--- src/rtl/acelp_pkg.sv ---
package acelp_pkg;

	//////////////////////////////////////////////////
	// Widths and limits
	//////////////////////////////////////////////////

	// Scratch address width used inside the structs
	localparam int CMD_ADDR_W = 12;
	localparam int WORD_W = 16;

	// 16-bit signed saturation bounds
	localparam int WORD_MAX = 32767;
	localparam int WORD_MIN = -32768;

	// Left shifts of 16 or more always clip a nonzero word
	localparam int SHL_SAT_CNT = 16;
	// Right shifts of 15 or more leave only the sign
	localparam int SHR_MAX_CNT = 15;

	//////////////////////////////////////////////////
	// Types
	//////////////////////////////////////////////////

	typedef enum logic [1:0]
	{
		OP_ADD = 2'd0,
		OP_SUB = 2'd1,
		OP_SHL = 2'd2,
		OP_SHR = 2'd3
	} op_e;

	typedef logic signed [WORD_W-1:0] word_t;

	// Host command of 42 bits
	typedef struct packed
	{
		op_e                   opcode;
		logic [CMD_ADDR_W-1:0] src_addr;
		logic [CMD_ADDR_W-1:0] dst_addr;
		word_t                 imm;
	} acelp_cmd_t;

	// Result stream entry of 29 bits
	typedef struct packed
	{
		logic [CMD_ADDR_W-1:0] dst_addr;
		word_t                 value;
		logic                  overflow;
	} acelp_res_t;

	// Record handed from decode to execute and on to writeback
	typedef struct packed
	{
		op_e                   opcode;
		logic [CMD_ADDR_W-1:0] dst_addr;
		word_t                 imm;
		word_t                 value;
		logic                  overflow;
	} op_stage_t;

endpackage

--- src/rtl/result_writeback.sv ---
module result_writeback #(
	parameter int ADDR_W = 12
) (
	input  logic                  clk,
	input  logic                  reset,
	input  acelp_pkg::op_stage_t  ex_stage,
	input  logic                  ex_valid,
	output acelp_pkg::acelp_res_t res,
	output logic                  res_valid,
	output logic                  wr_en,
	output logic [ADDR_W-1:0]     wr_addr,
	output acelp_pkg::word_t      wr_data
);
	import acelp_pkg::*;

	acelp_res_t next_res;

	always_comb
	begin
		next_res.dst_addr = ex_stage.dst_addr;
		next_res.value    = ex_stage.value;
		next_res.overflow = ex_stage.overflow;
	end

	//////////////////////////////////////////////////
	// Result register
	//////////////////////////////////////////////////

	always_ff @(posedge clk)
	begin
		if (reset)
			res_valid <= 1'b0;
		else
			res_valid <= ex_valid;
	end

	always_ff @(posedge clk)
	begin
		if (ex_valid)
			res <= next_res;
	end

	// Scratch write lands on the edge that retires the result
	assign wr_en   = res_valid;
	assign wr_addr = res.dst_addr[ADDR_W-1:0];
	assign wr_data = res.value;

endmodule

--- config.mk ---
export PLATFORM = sky130hd
export DESIGN_NAME = result_writeback
export DESIGN_NICKNAME = d
export VERILOG_FILES = /design/src/rtl/acelp_pkg.sv /design/src/rtl/result_writeback.sv
export SDC_FILE = /design/constraint.sdc
export NUM_CORES = 1
export LEC_CHECK = 0
export BUFFER_PORTS_ARGS = -buffer_cell sky130_fd_sc_hd__buf_2
export CORE_AREA = 2 2 58 60
export CTS_BUF_LIST = sky130_fd_sc_hd__clkbuf_16
export CTS_CLUSTER_DIAMETER = 40
export DETAILED_ROUTE_END_ITERATION = 7
export DIE_AREA = 0 0 60 62
export GPL_TIMING_DRIVEN = 0
export MAX_ROUTING_LAYER = met4
export PLACE_DENSITY_LB_ADDON = 0.25
export SYNTH_ARGS = -nofsm -noshare
export SYNTH_HDL_FRONTEND = slang
export SYNTH_SLANG_ARGS = --single-unit
--- constraint.sdc ---
create_clock -name clk -period 1.5 [get_ports clk]
set_clock_uncertainty 0.15 [all_clocks]
set_input_delay 0.225 -clock clk [delete_from_list [all_inputs] [get_ports clk]]
set_output_delay 0.225 -clock clk [all_outputs]
set_load 0.01 [all_outputs]
After elaboration in Yosys (flattened, before gate mapping)
Index checks and enable logic that the tools add are counted.
{ "totals": {"ff_bits": 30, "in_bits": 50} }

Logic depth before layout (Yosys ltp)
{ "depth": {"ltp_word": 0, "ltp_mapped": 1, "mapped_depth_nobuf": 1} }

Worst setup path before layout
No wires, ideal clock.
{ "synth_timing": {"path_type": "register to output", "startpoint": "register res, in the netlist wr_addr[0]", "endpoint": "output port wr_addr[0]", "arrival_time_ps": 578, "path_slack_ps": 547, "path_stages_with_launch": 2, "cell_sequence": "edfxtp_1 > buf_4"} }
{ "synth_rtl": {"columns": ["item", "line", "rtl"], "rows": [
  ["start, declared", "result_writeback.sv:8", "output acelp_pkg::acelp_res_t res,"],
  ["start signal, assigned", "result_writeback.sv:40", "res <= next_res;"],
  ["end, declared", "result_writeback.sv:11", "output logic [ADDR_W-1:0] wr_addr,"]
]} }
No word-level cell between the ends.

Final worst setup path
{ "layout_timing": {"startpoint": "register res, in the netlist wr_addr[11]", "endpoint": "output port wr_addr[11]"} }
No word-level cell between the ends.

==> results.py <==
metrics = {
    "finish": {
        "final_cell_count_no_fill": 233,
        "nNetsFinal": 237,
        "fin_util": 0.6497,
        "flow.area_growth_from_synthesis_pct": 84.06,
        "drive_above_1_share": 0.6791,
        "diodes": 0,
    },
    "logic_synthesis": {
        "yosysTopAreaCell": "edfxtp_1",
        "synth_top_flop_cell": "edfxtp_1",
        "synth_top_cell_area_share": 0.7759,
        "async_reset_ff_frac": 0,
        "syn_area_sq_um": 1122,
        "synth_seq_cells": 30,
        "syn-num-nets": 110,
        "ys_seq_area_frac": 0.7938,
        "synth.avg_cell_area_sq_um": 18.71,
        "ys_top_cells_by_count": "29 x buf_4, 29 x edfxtp_1, 1 x dfxtp_1, 1 x nor2b_4",
        "synth_edf_count": 29,
        "ys_warn_count": 0,
        "synthDistinctLibCells": 4,
        "synth.area.top_cells": "edfxtp_1 78%, buf_4 19%, dfxtp_1 1.8%",
        "synthCells": 60,
    },
    "global_route": {
        "antenna_found_initial": 0,
        "grt_max_degree": 31,
        "grt_overflow": 0,
        "grt_usage": 0.1365,
        "grt_pass1_vias": 847,
        "grt_pass1_wl_um": 3415,
    },
    "setup_path": {
        "cp_slowest_cell": "edfxtp_1",
        "crit_fanout": 2,
        "critPathKind": "reg -> out",
        "cp.arrival_ns": 0.96,
        "path_delay_family": "flip-flops",
        "required_ns": 1.12,
        "crit_chain": "buf_4, buf_2",
        "endpoint_kind": "primary output",
        "slowest_delay_ns": 0.42,
        "path_buf_inv": 2,
        "startpoint_type": "register",
    },
    "power": {
        "p_comb_frac": 0.166,
        "pwr-share-seq": 0.446,
        "leakage_nw": 0.9896,
        "pwr-share-clk": 0.388,
        "power_density_nw_per_um2": 1115,
        "internal_power_mw": 1.819,
        "ir_drop_uv": 738.6,
        "power_switching_mw": 0.4839,
        "swShare": 0.2101,
    },
    "placement": {
        "io_buffer_count": 90,
        "dp.cells": 196,
        "finalWeightedCongestion": 0.6339,
    },
    "floorplanning": {
        "dieWidth_um": 60,
        "num_rows": 21,
        "initial_core_util": 0.3530,
        "coreArea_sq_um": 3179,
        "dieArea_sq_um": 3720,
        "ios": 109,
        "fp.dieH_um": 62,
    },
    "hold_path": {
        "hold_path_class": "in -> reg",
    },
    "drt": {
        "totalWireLength_um": 2483,
        "viasPerCell": 3.923,
        "drtPass1Iterations": 2,
        "drt_iter0_drc": 9,
        "ant_nets": 0,
        "drc_errors": 0,
        "num_vias": 914,
        "avgRoutedWirePerCell_um": 10.66,
    },
    "sta": {
        "tightest_slew_ns": 0.6549,
        "hold_ws_ns": 0.3820,
        "hold_violations": 0,
        "relSlewSlack": 0.5634,
        "post-route-period-util": 0.8933,
        "slew_violations": 0,
        "rsz0062_at_grt": "false",
        "setup_viol": 0,
        "min_period_ns": 1.340,
        "fin_setup_tns_ns": 0,
        "fmax_mhz": 746.3,
    },
    "clocking": {
        "h-tree-depth": 2,
        "tritoncts": "yes",
        "cts_setup_buffers": 0,
        "clkTransAtPathRegs_ns": 0.05,
        "cts_buffer_depth": 2,
        "cts_root_buffer": "clkbuf_16",
        "numCtsBuffers": 5,
        "clock_sink_count": 30,
    },
    "run": {
        "max_cap_viol_count": 0,
    },
    "outcome": {
        "outcome": "finished clean",
    },
}
## area by class of cell
cell class | instances | area, sq um
Clock inverter | 2 | 10.01
Fill cell | 244 | 1114
Clock buffer | 5 | 125.1
Timing Repair Buffer | 120 | 750.7
Sequential cell | 30 | 890.9
Tap cell | 46 | 57.56
Buffer | 29 | 217.7
Multi-Input combinational cell | 1 | 13.76
## through the flow
step	total power [mW]	setup slack [ns]	instance area, sq um
3_3_place_gp	1.356	0.2256	1630
6_report	2.303	0.1600	2066
2_1_floorplan	1.193	0.5473	1122
4_1_cts	2.329	0.1825	2066
5_1_grt	2.413	0.1328	2066
3_5_place_dp	1.363	0.1897	1630
## logic make-up (layout without fill, tap and decap cells)
logic type / count (synthesis) / in the layout / share of synthesized area
DFF: 30 / 30 / 0.7938
buffers and inverters: 29 / 156 / 0.1940
and+or+nand+nor: 1 / 1 / 0.01226
## power by group through the flow
stage	sequential, mW	combinational (mW)	clock [mW]
after global placement	1.04	0.318	0
after CTS	1.03	0.382	0.919
after floorplan	1.07	0.118	0
final	1.03	0.382	0.893
after detailed placement	1.04	0.322	0
after global routing	1.04	0.417	0.960
## per-layer routing
layer	global-route usage	up-vias	share of wire
met5	-	-	0
met4	0.07619	0	0.015
met3	0.04555	4	0.081
met2	0.2624	58	0.56
met1	0.1120	418	0.34
li1	-	434	-
## cells in the final DEF, fill, tap and decap left out
cell            n
buf_2          90
buf_4          29
edfxtp_1       29
dfxtp_1         1
nor2b_4         1
dlygate4sd3_1  30
clkbuf_16       5
clkinv_2        2
## registers in the layout, summed over array words and instances, names as in the netlist
| register | flops |
|---|---|
| res_valid | 1 |
| wr_data | 16 |
| res | 1 |
| wr_addr | 12 |
## path summary, 6_finish.rpt
| path | from | to | slack (ns) | cells past startpoint |
|---|---|---|---|---|
| worst max-delay path | wr_addr[11] | wr_addr[11] | 0.16 | 2 |
| worst min-delay path | ex_valid | wr_data[3] | 0.38 | 1 |
## what timing repair did
action / CTS / global route
resized for setup: 0 / 0
endpoints found under the setup margin: 0 / 0
endpoints found under the hold margin: 30 / 0
hold buffers: 30 / 0
(Power assumes the default switching activity.)
