File: config.mk
export PLATFORM = sky130hd
export DESIGN_NAME = cmd_decode
export DESIGN_NICKNAME = d
export VERILOG_FILES = /design/src/rtl/acelp_pkg.sv /design/src/rtl/cmd_decode.sv
export SDC_FILE = /design/constraint.sdc
export NUM_CORES = 1
export LEC_CHECK = 0
export ABC_AREA = 1
export BUFFER_PORTS_ARGS = -buffer_cell sky130_fd_sc_hd__buf_2
export CAP_MARGIN = 20
export CORE_ASPECT_RATIO = 2
export CORE_UTILIZATION = 29
export DETAILED_ROUTE_END_ITERATION = 8
export PLACE_DENSITY_LB_ADDON = 0.3
export RECOVER_POWER = 100
export SLEW_MARGIN = 20
export SYNTH_ARGS = -nofsm -noshare
export SYNTH_HDL_FRONTEND = slang
export SYNTH_SLANG_ARGS = --single-unit
File: constraint.sdc
create_clock -name clk -period 2.3 [get_ports clk]
set_clock_uncertainty 0.2 [all_clocks]
set_input_delay 0.23 -clock clk [delete_from_list [all_inputs] [get_ports clk]]
set_output_delay 0.23 -clock clk [all_outputs]
set_load 0.02 [all_outputs]
File: src/rtl/acelp_pkg.sv
package acelp_pkg;

	//////////////////////////////////////////////////
	// Widths and limits
	//////////////////////////////////////////////////

	// Scratch address width used inside the structs
	localparam int CMD_ADDR_W = 12;
	localparam int WORD_W = 16;

	// 16-bit signed saturation bounds
	localparam int WORD_MAX = 32767;
	localparam int WORD_MIN = -32768;

	// Left shifts of 16 or more always clip a nonzero word
	localparam int SHL_SAT_CNT = 16;
	// Right shifts of 15 or more leave only the sign
	localparam int SHR_MAX_CNT = 15;

	//////////////////////////////////////////////////
	// Types
	//////////////////////////////////////////////////

	typedef enum logic [1:0]
	{
		OP_ADD = 2'd0,
		OP_SUB = 2'd1,
		OP_SHL = 2'd2,
		OP_SHR = 2'd3
	} op_e;

	typedef logic signed [WORD_W-1:0] word_t;

	// Host command of 42 bits
	typedef struct packed
	{
		op_e                   opcode;
		logic [CMD_ADDR_W-1:0] src_addr;
		logic [CMD_ADDR_W-1:0] dst_addr;
		word_t                 imm;
	} acelp_cmd_t;

	// Result stream entry of 29 bits
	typedef struct packed
	{
		logic [CMD_ADDR_W-1:0] dst_addr;
		word_t                 value;
		logic                  overflow;
	} acelp_res_t;

	// Record handed from decode to execute and on to writeback
	typedef struct packed
	{
		op_e                   opcode;
		logic [CMD_ADDR_W-1:0] dst_addr;
		word_t                 imm;
		word_t                 value;
		logic                  overflow;
	} op_stage_t;

endpackage

File: src/rtl/cmd_decode.sv
module cmd_decode #(
	parameter int ADDR_W = 12
) (
	input  logic                  clk,
	input  logic                  reset,
	input  acelp_pkg::acelp_cmd_t cmd,
	input  logic                  cmd_valid,
	output logic                  cmd_ready,
	input  logic                  host_mode,
	input  logic [ADDR_W-1:0]     ex_busy_addr,
	input  logic [ADDR_W-1:0]     wb_busy_addr,
	input  logic                  ex_busy,
	input  logic                  wb_busy,
	output logic [ADDR_W-1:0]     rd_addr,
	output acelp_pkg::op_stage_t  dec_stage,
	output logic                  dec_valid
);
	import acelp_pkg::*;

	logic [ADDR_W-1:0] src_addr;
	logic              ex_hazard;
	logic              wb_hazard;
	logic              hazard;
	logic              run_en;
	logic              accept;
	op_stage_t         next_stage;

	//////////////////////////////////////////////////
	// Hazard check and handshake
	//////////////////////////////////////////////////

	assign src_addr = cmd.src_addr[ADDR_W-1:0];

	// Source still waiting on an older result that is not yet written
	assign ex_hazard = ex_busy && (src_addr == ex_busy_addr);
	assign wb_hazard = wb_busy && (src_addr == wb_busy_addr);
	assign hazard    = ex_hazard || wb_hazard;

	// Held low through reset and opens one cycle after release
	always_ff @(posedge clk)
	begin
		if (reset)
			run_en <= 1'b0;
		else
			run_en <= 1'b1;
	end

	assign cmd_ready = !reset && run_en && !host_mode && !hazard;
	assign accept    = cmd_valid && cmd_ready;

	// Memory samples this on the accepting edge
	assign rd_addr = src_addr;

	//////////////////////////////////////////////////
	// Stage register
	//////////////////////////////////////////////////

	always_comb
	begin
		next_stage          = '0;
		next_stage.opcode   = cmd.opcode;
		next_stage.dst_addr = cmd.dst_addr;
		next_stage.imm      = cmd.imm;
		// value and overflow are filled in by execute
	end

	always_ff @(posedge clk)
	begin
		if (reset)
			dec_valid <= 1'b0;
		else
			dec_valid <= accept;
	end

	always_ff @(posedge clk)
	begin
		if (accept)
			dec_stage <= next_stage;
	end

endmodule

* Yosys cells after proc, flatten, opt, wreduce, memory -nomap -nowiden *
Cells that the tools add are included.

cells by class
  multiplexer cells = 1
  reduce and logical (&&, ||, !) cells = 10
  eq/ne operators = 2

operators with widths
  operator             number
  $eq A12 B12 Y1       2
  $logic_and A1 B1 Y1  6
  $logic_not A1 Y1     3
  $logic_or A1 B1 Y1   1
  $mux W1              1

storage, ports and cells
  output and inout bits = 61
  register bits = 32
  word-level logic and storage cells = 18
  bits of input ports = 72

* Longest topological paths before layout *
  depth in word-level cells = 6
  depth in mapped cells = 9
  depth with buffers taken out = 9

* Worst setup path after synthesis *
OpenSTA, ideal clock, no wires.

  path type = input to register
  from = input cmd[29] (netlist bit)
  to = register dec_stage[17] (netlist bit) (enable)
  path slack = -0.262 ns
  stages on the path = 9
  arrival time = 1.945 ns
  path buffers = 0
  cells stage by stage = inv_1 nand2_1 o21ai_0 nor2_1 nand2_1 nor2_1 nand2_1 nand3_2 nor2_1

between the ends
  longest elaborated chain between the ends = 6

ends and longest elaborated chain
  what                                           line                                RTL
  start: declaration                             cmd_decode.sv:6                     input acelp_pkg::acelp_cmd_t cmd,
  $eq A12 B12 Y1, on equally long branches       cmd_decode.sv:35, cmd_decode.sv:36
  $logic_and A1 B1 Y1, on equally long branches  cmd_decode.sv:35, cmd_decode.sv:36
  $logic_or A1 B1 Y1 *                           cmd_decode.sv:37                    assign hazard = ex_hazard || wb_hazard;
  $logic_not A1 Y1 *                             cmd_decode.sv:48                    assign cmd_ready = !reset && run_en && !host_mode && !hazard;
  $logic_and A1 B1 Y1 *                          cmd_decode.sv:48
  $logic_and A1 B1 Y1 *                          cmd_decode.sv:49                    assign accept = cmd_valid && cmd_ready;
  net accept                                     cmd_decode.sv:25                    logic accept;
  end signal: assignment                         cmd_decode.sv:78                    dec_stage <= next_stage;
  end: declaration                               cmd_decode.sv:15                    output acelp_pkg::op_stage_t dec_stage,

Mark *: on every way through the listed nets, which the timed path passes. The rest lies on a longest branch.
A chain may end at the register's enable or synchronous reset.

* Worst setup path in the final report *
  from = input reset
  to = register dec_stage[38] (netlist bit) (enable)

between the ends
  longest elaborated chain between the ends = 5

ends and longest elaborated chain
  what                               line              RTL
  start: declaration                 cmd_decode.sv:5   input logic reset,
  $logic_not A1 Y1                   cmd_decode.sv:48
  $logic_and A1 B1 Y1 (3 in series)  cmd_decode.sv:48
  $logic_and A1 B1 Y1                cmd_decode.sv:49
  net accept                         cmd_decode.sv:25

The timed path passes the listed nets, and every way through them passes these cells.

==> flow_metrics.tcl <==
set metrics [dict create \
    tns_ns 0 \
    slowest_delay_ns 0.53 \
    initial_core_util_pct 30.39 \
    clkSinkCount 32 \
    grt_pass1_wl_microns 6065 \
    seq_power_share_pct 50.6 \
    drcViolationCount 0 \
    ys_ff_latch 32 \
    critical_path_required_ns 2.03 \
    placed_area_sq_um 2165 \
    period_share_pct 86.61 \
    first_pass_iters 4 \
    pwr-share-comb_pct 19.4 \
    grt_usage_pct 13.21 \
    vdd_drop_max_uv 489.3 \
    synth_seq_area_share_pct 56.63 \
    area_growth_pct 50.83 \
    synth.top_cell.area_share_pct 54.22 \
    p_sw_share_pct 24.51 \
    die_y_microns 109.0 \
    crit_fanout 30 \
    first_iter_violations 33 \
    synth.largest_area_cell "edfxtp_1" \
    synth_top_cells_by_area "edfxtp_1 54%, nand2_1 15%, buf_4 13%" \
    setup_ws_ns 0.3079 \
    place_congestion 0.7405 \
    dieArea_sq_um 6055 \
    pwr-share-clk_pct 30.0 \
    vias_per_cell 3.936 \
    clock_latency_ns 0.27 \
    power.density_nw_per_um2 514.3 \
    syn_area_per_cell_sq_um 8.886 \
    slowest_stage "dlygate4sd3_1" \
    status "finished clean" \
    first_global_vias 1421 \
    post-place-ws_ns 0.3019 \
    power_uw 1289 \
    antenna_found_initial 0 \
    drv_slew 0 \
    tritoncts "built" \
    cts_buffer_depth 2 \
    hold_viol 0 \
    p_int_uw 973.1 \
    dp_hpwl_microns 3027 \
    min_period_ns 1.992 \
    cellLeakagePower_uw 0.001259 \
    wl_per_cell_microns 10.22 \
    drive_gt1_share_pct 24.24 \
    path_delay_family "buffers and inverters" \
    syn_inst 187 \
    ys_types 13 \
    rsz0062_at_grt "no" \
    path_cells "dlygate4sd3_1 -> buf_2 -> inv_1 -> nand2_1 -> nor2_1 -> nand3_1 -> nor2_2 -> clkbuf_4" \
    r2r-start "run_en$_DFF_P_" \
    post_cts_buffers 0 \
    setup_viol 0 \
    path_clk_slew_ns 0.06 \
    die_x_microns 55.53 \
    grt_start_max_net_pins 31 \
    core_area_sq_um 5468 \
    hp-class "input pin to flop" \
    core.rowCount 38 \
    cp.arrival_ns 1.72 \
    ys_warn_count 0 \
    portBuffers 115 \
    clockRootBuffer "clkbuf_8" \
    crit_path_end_kind "flop" \
    switching_power_uw 315.9 \
    cts_buffers 5 \
    ant_nets 0 \
    htree_levels 2 \
    hp-start "host_mode" \
    drt_wl_total_microns 3986 \
    fmaxAchievable_mhz 502.0 \
    syn_area_sq_um 1662 \
    finalInstanceArea_sq_um 2506 \
    diodes 0 \
    vias 1535 \
    path_class "input pin to flop" \
    io_pins 133 \
    fin_util_pct 45.84 \
    maxCapViolCount 0 \
    grt_overflow 0 \
    startpoint "reset" \
    nets 401 \
    cp-start-kind "input pin" \
    worst-path-buf-inv 4 \
]
placed cells by master, fill, tap and decap left out, drive strengths merged:
master       count
o21ai            1
edfxtp          30
o211ai           2
clkinv           1
buf             71
dlygate4sd3     32
nor2            17
inv             35
clkbuf          52
nand2           65
dfxtp            2
conb            17
nand3            3
xnor2            2
flip-flops by register name (all words and copies together) (netlist names):
| name | flops |
|---|---|
| dec_valid | 1 |
| run_en | 1 |
| dec_stage | 30 |
logic make-up (layout without fill, tap and decap cells):
family                 after synthesis  after routing  synth area share, %
AND/OR/NAND/NOR                     85             85                19.88
flip-flops                          32             32                56.63
XOR/XNOR                             2              2                1.054
buffers and inverters               64            191                21.01
AO/OA/AOI/OAI                        3              3                1.204
other                                1             17               0.2257
synthesized netlist by cell type:
cell type	number
buf_4	29
conb_1	1
dfxtp_1	2
edfxtp_1	30
inv_1	35
nand2_1	65
nand3_1	2
nand3_2	1
nor2_1	16
nor2_2	1
o211ai_1	2
o21ai_0	1
xnor2_1	2
stage by stage:
stage	hold slack (ns)	instances
global placement	0.1951	350
floorplan	0.1046	203
global route	0.1329	390
detailed placement	0.2011	350
CTS	0.04951	390
finish	0.1071	390
per-layer routing:
metal  up-vias  share of wire, %  wire length, microns  track usage, %
met4         0               2.1                    85           8.036
met5         -                 0                     0               0
met1       636                35                  1392           11.61
met3         6               8.7                   348           3.321
li1        800                 -                     -               -
met2        93                54                  2160           25.99
worst paths after layout:
path         slack [ns]                 endpoint  cells after the start
max                0.31  dec_stage[38]$_DFFE_PP_                      8
min                0.11     dec_valid$_SDFF_PP0_                      4
max reg2reg        0.68  dec_stage[38]$_DFFE_PP_                      5
min reg2reg        0.41     dec_valid$_SDFF_PP0_                      4
power by group through the flow:
stage                     Clock, uW  Sequential, uW  Combinational [uW]
after CTS                       409             652                 257
after detailed placement          0             664                 214
after global routing            431             652                 277
after floorplan                   0             677                 135
final                           387             652                 250
after global placement            0             664                 212
worst reg2reg max path, cell delays in order, from the launching register on:
cell,delay (ns)
dfxtp_1,0.30
nand2_1,0.05
nor2_1,0.09
nand3_1,0.15
nor2_2,0.10
clkbuf_4,0.39
cell type report:
class / instances / area, sq um
Tap cell: 60 / 75.07
Multi-Input combinational cell: 107 / 429.2
Clock buffer: 7 / 76.32
Fill cell: 567 / 2962
Inverter: 35 / 131.4
Timing Repair Buffer: 148 / 848.3
Sequential cell: 32 / 940.9
Clock inverter: 1 / 5.005
timing repair:
| action | CTS | global route |
|---|---|---|
| endpoints found under the hold margin | 32 | 0 |
| hold buffers | 32 | 0 |
| gates resized for setup | 0 | 0 |
No activity file was read; power rests on OpenSTA's default activity.
