[config.mk]
export PLATFORM = sky130hd
export DESIGN_NAME = basic_op_unit
export DESIGN_NICKNAME = d
export VERILOG_FILES = /design/src/rtl/acelp_pkg.sv /design/src/rtl/basic_op_unit.sv
export SDC_FILE = /design/constraint.sdc
export NUM_CORES = 1
export LEC_CHECK = 0
export BUFFER_PORTS_ARGS = -buffer_cell sky130_fd_sc_hd__buf_2
export CORE_MARGIN = 4
export CORE_UTILIZATION = 40
export CTS_BUF_LIST = sky130_fd_sc_hd__clkbuf_4 sky130_fd_sc_hd__clkbuf_8
export CTS_CLUSTER_DIAMETER = 120
export DETAILED_ROUTE_END_ITERATION = 7
export HOLD_SLACK_MARGIN = 0.12
export MAX_ROUTING_LAYER = met4
export SYNTH_ARGS = -nofsm -noshare
export SYNTH_HDL_FRONTEND = slang
export SYNTH_SLANG_ARGS = --single-unit
[constraint.sdc]
create_clock -name clk -period 13.2 [get_ports clk]
set_clock_uncertainty 0.15 [all_clocks]
set_input_delay 0 -clock clk [delete_from_list [all_inputs] [get_ports clk]]
set_output_delay 0 -clock clk [all_outputs]
set_load 0.01 [all_outputs]
[src/rtl/acelp_pkg.sv]
package acelp_pkg;

	//////////////////////////////////////////////////
	// Widths and limits
	//////////////////////////////////////////////////

	// Scratch address width used inside the structs
	localparam int CMD_ADDR_W = 12;
	localparam int WORD_W = 16;

	// 16-bit signed saturation bounds
	localparam int WORD_MAX = 32767;
	localparam int WORD_MIN = -32768;

	// Left shifts of 16 or more always clip a nonzero word
	localparam int SHL_SAT_CNT = 16;
	// Right shifts of 15 or more leave only the sign
	localparam int SHR_MAX_CNT = 15;

	//////////////////////////////////////////////////
	// Types
	//////////////////////////////////////////////////

	typedef enum logic [1:0]
	{
		OP_ADD = 2'd0,
		OP_SUB = 2'd1,
		OP_SHL = 2'd2,
		OP_SHR = 2'd3
	} op_e;

	typedef logic signed [WORD_W-1:0] word_t;

	// Host command of 42 bits
	typedef struct packed
	{
		op_e                   opcode;
		logic [CMD_ADDR_W-1:0] src_addr;
		logic [CMD_ADDR_W-1:0] dst_addr;
		word_t                 imm;
	} acelp_cmd_t;

	// Result stream entry of 29 bits
	typedef struct packed
	{
		logic [CMD_ADDR_W-1:0] dst_addr;
		word_t                 value;
		logic                  overflow;
	} acelp_res_t;

	// Record handed from decode to execute and on to writeback
	typedef struct packed
	{
		op_e                   opcode;
		logic [CMD_ADDR_W-1:0] dst_addr;
		word_t                 imm;
		word_t                 value;
		logic                  overflow;
	} op_stage_t;

endpackage

[src/rtl/basic_op_unit.sv]
module basic_op_unit (
	input  logic                 clk,
	input  logic                 reset,
	input  acelp_pkg::op_stage_t dec_stage,
	input  logic                 dec_valid,
	input  acelp_pkg::word_t     mem_word,
	output acelp_pkg::op_stage_t ex_stage,
	output logic                 ex_valid
);
	import acelp_pkg::*;

	word_t              a;
	word_t              b;
	logic signed [16:0] left_cnt;
	logic signed [16:0] right_cnt;
	logic [4:0]         sh_l;
	logic [3:0]         sh_r;
	logic signed [31:0] wide;
	logic [16:0]        sat_res;
	op_stage_t          next_stage;

	// Clip to 16 bits with the overflow flag as the top bit
	function automatic logic [16:0] sat_word(input logic signed [31:0] x);
		logic [16:0] r;
		if (x > WORD_MAX)
			r = {1'b1, 16'(WORD_MAX)};
		else if (x < WORD_MIN)
			r = {1'b1, 16'(WORD_MIN)};
		else
			r = {1'b0, x[15:0]};
		return r;
	endfunction

	//////////////////////////////////////////////////
	// Shift count handling
	//////////////////////////////////////////////////

	always_comb
	begin
		a = mem_word;
		b = dec_stage.imm;

		// shr by n is shl by -n, so fold both into one signed left count
		if (dec_stage.opcode == OP_SHR)
			left_cnt = -17'(b);
		else
			left_cnt = 17'(b);
		right_cnt = -left_cnt;

		if (left_cnt > 17'(SHL_SAT_CNT))
			sh_l = 5'(SHL_SAT_CNT);
		else if (left_cnt >= 0)
			sh_l = left_cnt[4:0];
		else
			sh_l = 5'd0;

		if (right_cnt > 17'(SHR_MAX_CNT))
			sh_r = 4'(SHR_MAX_CNT);
		else if (right_cnt >= 0)
			sh_r = right_cnt[3:0];
		else
			sh_r = 4'd0;
	end

	//////////////////////////////////////////////////
	// Operation and saturation
	//////////////////////////////////////////////////

	always_comb
	begin
		case (dec_stage.opcode)
			OP_ADD: wide = 32'(a) + 32'(b);
			OP_SUB: wide = 32'(a) - 32'(b);
			OP_SHL,
			OP_SHR:
			begin
				// Only the left path can clip
				if (left_cnt >= 0)
					wide = 32'(a) <<< sh_l;
				else
					wide = 32'(a >>> sh_r);
			end
			default: wide = 32'(a);
		endcase

		sat_res             = sat_word(wide);
		next_stage          = dec_stage;
		next_stage.value    = sat_res[15:0];
		next_stage.overflow = sat_res[16];
	end

	always_ff @(posedge clk)
	begin
		if (reset)
			ex_valid <= 1'b0;
		else
			ex_valid <= dec_valid;
	end

	always_ff @(posedge clk)
	begin
		if (dec_valid)
			ex_stage <= next_stage;
	end

endmodule

* After elaboration in Yosys (flattened, before gate mapping)
Cells that the tools add are included.
Cells by class: add/subtract/negate cells 4, magnitude comparators 6, equal/unequal tests 3, shift-type cells 2, mux-type cells 8, reduce and logical (&&, ||, !) cells 2
Operators by type and width (count):
- case mux 32 bit (3 select lines) | 1
- greater-or-equal comparator 17 x 1 -> 1 bit, second input constant | 2
- 2-to-1 mux 17 bit | 2
- greater-than comparator 32 x 16 -> 1 bit, second input constant | 1
- < comparator 32 x 16 -> 1 bit, second input constant | 1
- 2-to-1 mux 32 bit | 1
- <<< shifter 16 x 5 -> 32 bit | 1
- >>> shifter 16 x 4 -> 32 bit | 1
- adder 16 x 16 -> 17 bit | 1
- greater-than comparator 17 x 5 -> 1 bit, second input constant | 1
- greater-than comparator 17 x 6 -> 1 bit, second input constant | 1
- negator 16 -> 17 bit | 1
- negator 17 bit | 1
- subtractor 16 x 16 -> 17 bit | 1
- 2-to-1 mux 5 bit | 2
- 2-to-1 mux 4 bit | 2
- == test 2 bit, second input constant | 2
- == test 2 x 1 -> 1 bit, second input constant | 1
- logical NOT 2 bit | 1
- OR reduction 2 bit | 1
Word-level totals: flip-flop bits (word level) 48, input port bits 66, output and inout bits 48, word-level logic and storage cells 31

* Longest topological paths before layout
depth in word-level cells 11, mapped depth 24, gate-level depth less buffers 19

* Least setup slack after synthesis
OpenSTA, ideal clock, no wires.
path kind input to register, start input dec_stage[17] in the netlist's numbering, end register ex_stage[1] in the netlist's numbering (data pin), setup time 260 ps, arrival time 4831 ps, data required time 12790 ps, setup slack 7959 ps, stages on the path 23, buffers on the path 4, cells stage by stage clkbuf_1 clkinv_1 clkbuf_1 ha_1 nand3_1 nand2_1 inv_1 clkbuf_1 clkbuf_1 ha_1 nor3b_1 o21ai_0 a221oi_1 a31o_2 a21oi_1 o32a_2 o2111ai_1 nand2_1 mux2_2 o221ai_1 o211ai_1 a311oi_1 o31ai_1
Between the ends: word-level cells in the longest chain between the ends 11, elaborated cells on any way between the ends 20, those cells by class add/sub (4); order compare (6); shift (2); mux (8)
Ends and longest elaborated chain:
- start: declaration | line basic_op_unit.sv:4 | input acelp_pkg::op_stage_t dec_stage,
- negator 16 -> 17 bit | line basic_op_unit.sv:45 | left_cnt = -17'(b);
- 2-to-1 mux 17 bit | line basic_op_unit.sv:44 | if (dec_stage.opcode == OP_SHR)
- negator 17 bit | line basic_op_unit.sv:48 | right_cnt = -left_cnt;
- greater-or-equal comparator 17 x 1 -> 1 bit | line basic_op_unit.sv:59 | else if (right_cnt >= 0)
- 2-to-1 mux 4 bit | line basic_op_unit.sv:59
- 2-to-1 mux 4 bit | line basic_op_unit.sv:57 | if (right_cnt > 17'(SHR_MAX_CNT))
- >>> shifter 16 x 4 -> 32 bit | line basic_op_unit.sv:81 | wide = 32'(a >>> sh_r);
- 2-to-1 mux 32 bit | line basic_op_unit.sv:78 | if (left_cnt >= 0)
- case mux 32 bit (3 select lines) * | line basic_op_unit.sv:71 | case (dec_stage.opcode)
- < comparator 32 x 16 -> 1 bit | line basic_op_unit.sv:27 | else if (x < WORD_MIN)
- 2-to-1 mux 17 bit | line basic_op_unit.sv:27
- end signal: assignment | line basic_op_unit.sv:103 | ex_stage <= next_stage;
- end: declaration | line basic_op_unit.sv:7 | output acelp_pkg::op_stage_t ex_stage,
Mark *: on every way between the ends. The rest lies on a longest branch, timed or not. A chain may end at the register's enable or synchronous reset.

* Worst setup path in the final report
start input dec_stage[18] in the netlist's numbering, end register ex_stage[5] in the netlist's numbering (data pin)
The elaborated chain is that of the path after synthesis.

==> summary.md <==
| Metric | Value |
|---|---|
| Status | `finished, final reports clean` |
| Input/output buffers | `96` |
| Worst VDD drop | `0.0000400 V` |
| Total power | `579 uW` |
| DR vias/cell | `6.83` |
| CTS Buffer Depth | `2` |
| Initial antenna violation count | `0` |
| DRT antenna net count | `0` |
| Max-capacitance violation count | `0` |
| Post-route clock period utilization | `55.1%` |
| Max Clock Freq | `138 MHz` |
| IO Pins | `114` |
| Initial core utilization | `41.3%` |
| Average wire per standard cell | `23.0 um` |
| Async SR Flop Fraction | `0%` |
| Crit path DAT | `7.14 ns` |
| # H-tree levels | `2` |
| Worst endpoint required time | `13.07 ns` |
| Largest net degree at the start of global routing | `49` |
| PnR worst setup slack | `5.93 ns` |
| RSZ-0062 raised after global routing | `false` |
| Fin. max-slew vios | `0` |
| Share of cells above drive strength 1 | `16.3%` |
| Sw frac | `42.6%` |
| Nets@finish | `1,130` |
| Main synth FF type | `edfxtp_1` |
| Core ar. | `0.0175 mm2` |
| CTS sink cnt | `48` |
| Clock transition at the registers of the reported paths | `0.09 ns` |
| Post-CTS setup buffers | `0` |
| Min-Delay Path Class | `input pin to flop` |
| Total internal power | `332 uW` |
| Power share of the clock group | `16.5%` |
| First-pass GRT wire length | `44.9 mm` |
| Synthesized flop and latch total | `48` |
| NetSw | `247 uW` |
| Post-synthesis cell type count | `100` |
| Chip width | `142 um` |
| Kind of critical path | `input pin to flop` |
| Drt initial violations | `1,223` |
| Combinational power share | `50.9%` |
| Gpl congestion | `0.980` |
| Setup crit start kind | `input pin` |
| Final WL | `28.8 mm` |
| Hold Path Cell Cnt | `2` |
| Mapped Nets | `1,052` |
| TritonCTS Buffers | `5` |
| GRT Total Usage | `28.5%` |
| PwrDens | `70.8 mW/mm2` |
| Clk root buf | `clkbuf_8` |
| Post-cts resize count | `0` |
| Post-synthesis instance total | `950` |
| Number of flops mapped to enable cells by yosys | `47` |
| Cell count after placement | `1,216` |
| DP Worst Slack | `5.94 ns` |
| Vias in the first global route | `7,885` |
| Crit end category | `flop` |
| Number of cell rows | `48` |
| Die Y-Extent | `142 um` |
| Final Critical Period | `7.27 ns` |
| Vias | `8,565` |
| Tightest Pin Transition | `1.13 ns` |
| Fin cells | `1,254` |
| Max-Slew Margin vs Limit | `24.9%` |
| Antenna diodes | `0` |
| Syn_area_per_cell | `7.59 um2` |
| Sequential power share | `32.6%` |
| Die area | `0.0202 mm2` |
| Post-synthesis sequential area ratio | `19.8%` |
| LEAKAGE | `0.00314 uW` |
| Detailed placement HPWL | `21.4 mm` |
| Worst-path fanout max | `17` |
| Synth Warn # | `0` |
| Setup TNS | `0 ns` |
| 1st-pass router iterations | `5` |
| Total congestion overflow | `0` |
| Filler instances | `1,793` |
| Cell area after synthesis | `0.00721 mm2` |
| CTS tree | `yes` |
| DR DRC count | `0` |
| Final Hold Fails | `0` |
| P&R area growth vs syn | `13.3%` |
| Final setup viols | `0` |
-- repair_timing --
| action | 4_1_cts | 5_1_grt |
|---|---|---|
| setup endpoints to repair | 0 | 0 |
| endpoints found under the hold margin | 30 | 0 |
| hold buffers | 30 | 0 |
-- power by group through the flow --
stage	clock network [uW]	registers (uW)	logic (uW)
finish	95.6	188	295
floorplan	0	201	178
global placement	0	192	280
global route	104	190	319
CTS	99.5	189	288
detailed placement	0	192	280
-- stage by stage --
| step | instance area (um2) | hold WS (ns) | util, % |
|---|---|---|---|
| global placement | 7770 | 0.0117 | 44.5 |
| finish | 8170 | 0.134 | 46.7 |
| floorplan | 7210 | -0.0784 | - |
| CTS | 8170 | 0.127 | 46.7 |
| global route | 8170 | 0.137 | 46.7 |
| detailed placement | 7770 | 0.0146 | 44.5 |
-- synth_stat cells (13+ instances only) --
library cell | number | share of area [%]
a211oi_1 | 20 | 2.1
a21o_1 | 14 | 1.5
a21oi_1 | 65 | 4.5
a31oi_1 | 25 | 2.2
clkbuf_1 | 50 | 2.6
edfxtp_1 | 47 | 20
ha_1 | 34 | 5.9
inv_1 | 39 | 2.0
mux2i_1 | 14 | 1.9
nand2_1 | 90 | 4.7
nand3_1 | 30 | 2.1
nand4_1 | 19 | 1.6
nor2_1 | 88 | 4.6
nor3_1 | 28 | 1.9
o211ai_1 | 13 | 1.4
o21ai_0 | 58 | 4.0
o31ai_1 | 22 | 2.3
xnor2_1 | 25 | 3.0
-- logic make-up after synthesis --
| kind of cell | synth area share (%) |
|---|---|
| compound gates | 35.8 |
| simple gates | 24.0 |
| buf+inv | 6.28 |
| flops | 19.8 |
| fa+ha+maj | 6.45 |
| xor+xnor | 3.75 |
| mux | 3.82 |
-- final cells by class --
cell class	instances	area, um2	area share [%]
multi-input combinational	793	5330	65.2
clock buffer	6	82.6	1.01
sequential	48	1430	17.5
timing repair buffer	139	878	10.8
inverter	41	154	1.88
tap	225	282	3.45
clock inverter	2	15.0	0.184
-- registers in the layout, summed over array words and instances (netlist names) --
signal,count
ex_stage,47
ex_valid,1
-- final timing paths --
check	endpoint	from
min	ex_stage[17]	dec_stage[17]
max	ex_stage[5]	dec_stage[18]
-- layout by cell type, fill, tap and decap left out, types with 14 or more instances in the layout --
cell type	netlist	routed
buf_2	10	96
nand2_1	90	90
nor2_1	88	88
a21oi_1	65	65
o21ai_0	58	58
edfxtp_1	47	47
inv_1	39	39
ha_1	34	34
nand3_1	30	30
dlygate4sd3_1	0	30
nor3_1	28	28
a31oi_1	25	25
xnor2_1	25	25
o31ai_1	22	22
a211oi_1	20	20
nand4_1	19	19
a21o_1	14	14
mux2i_1	14	14
-- routing by layer --
layer  global-route usage (%)  part of all wire [%]  up-vias
met5                        -                     0        -
met4                     10.5                   3.5        0
met3                     3.93                    11       78
met2                     42.4                    44      600
met1                     39.6                    42     4040
li1                         -                     -     3847
-- worst max-delay path, cell delays in order --
cell,delay [ns]
dlygate4sd3_1,0.53
buf_2,0.21
inv_1,0.20
ha_1,0.45
or3b_2,0.56
nor2_1,0.48
a31oi_1,0.15
buf_4,0.24
a21oi_1,0.49
nand3_1,0.51
nor2_1,0.82
o221ai_1,0.40
mux2_2,0.39
o21a_1,0.20
o2bb2ai_1,0.26
a31oi_1,0.17
o41ai_4,0.85
o31ai_1,0.19
No activity file was read; power rests on OpenSTA's default activity.
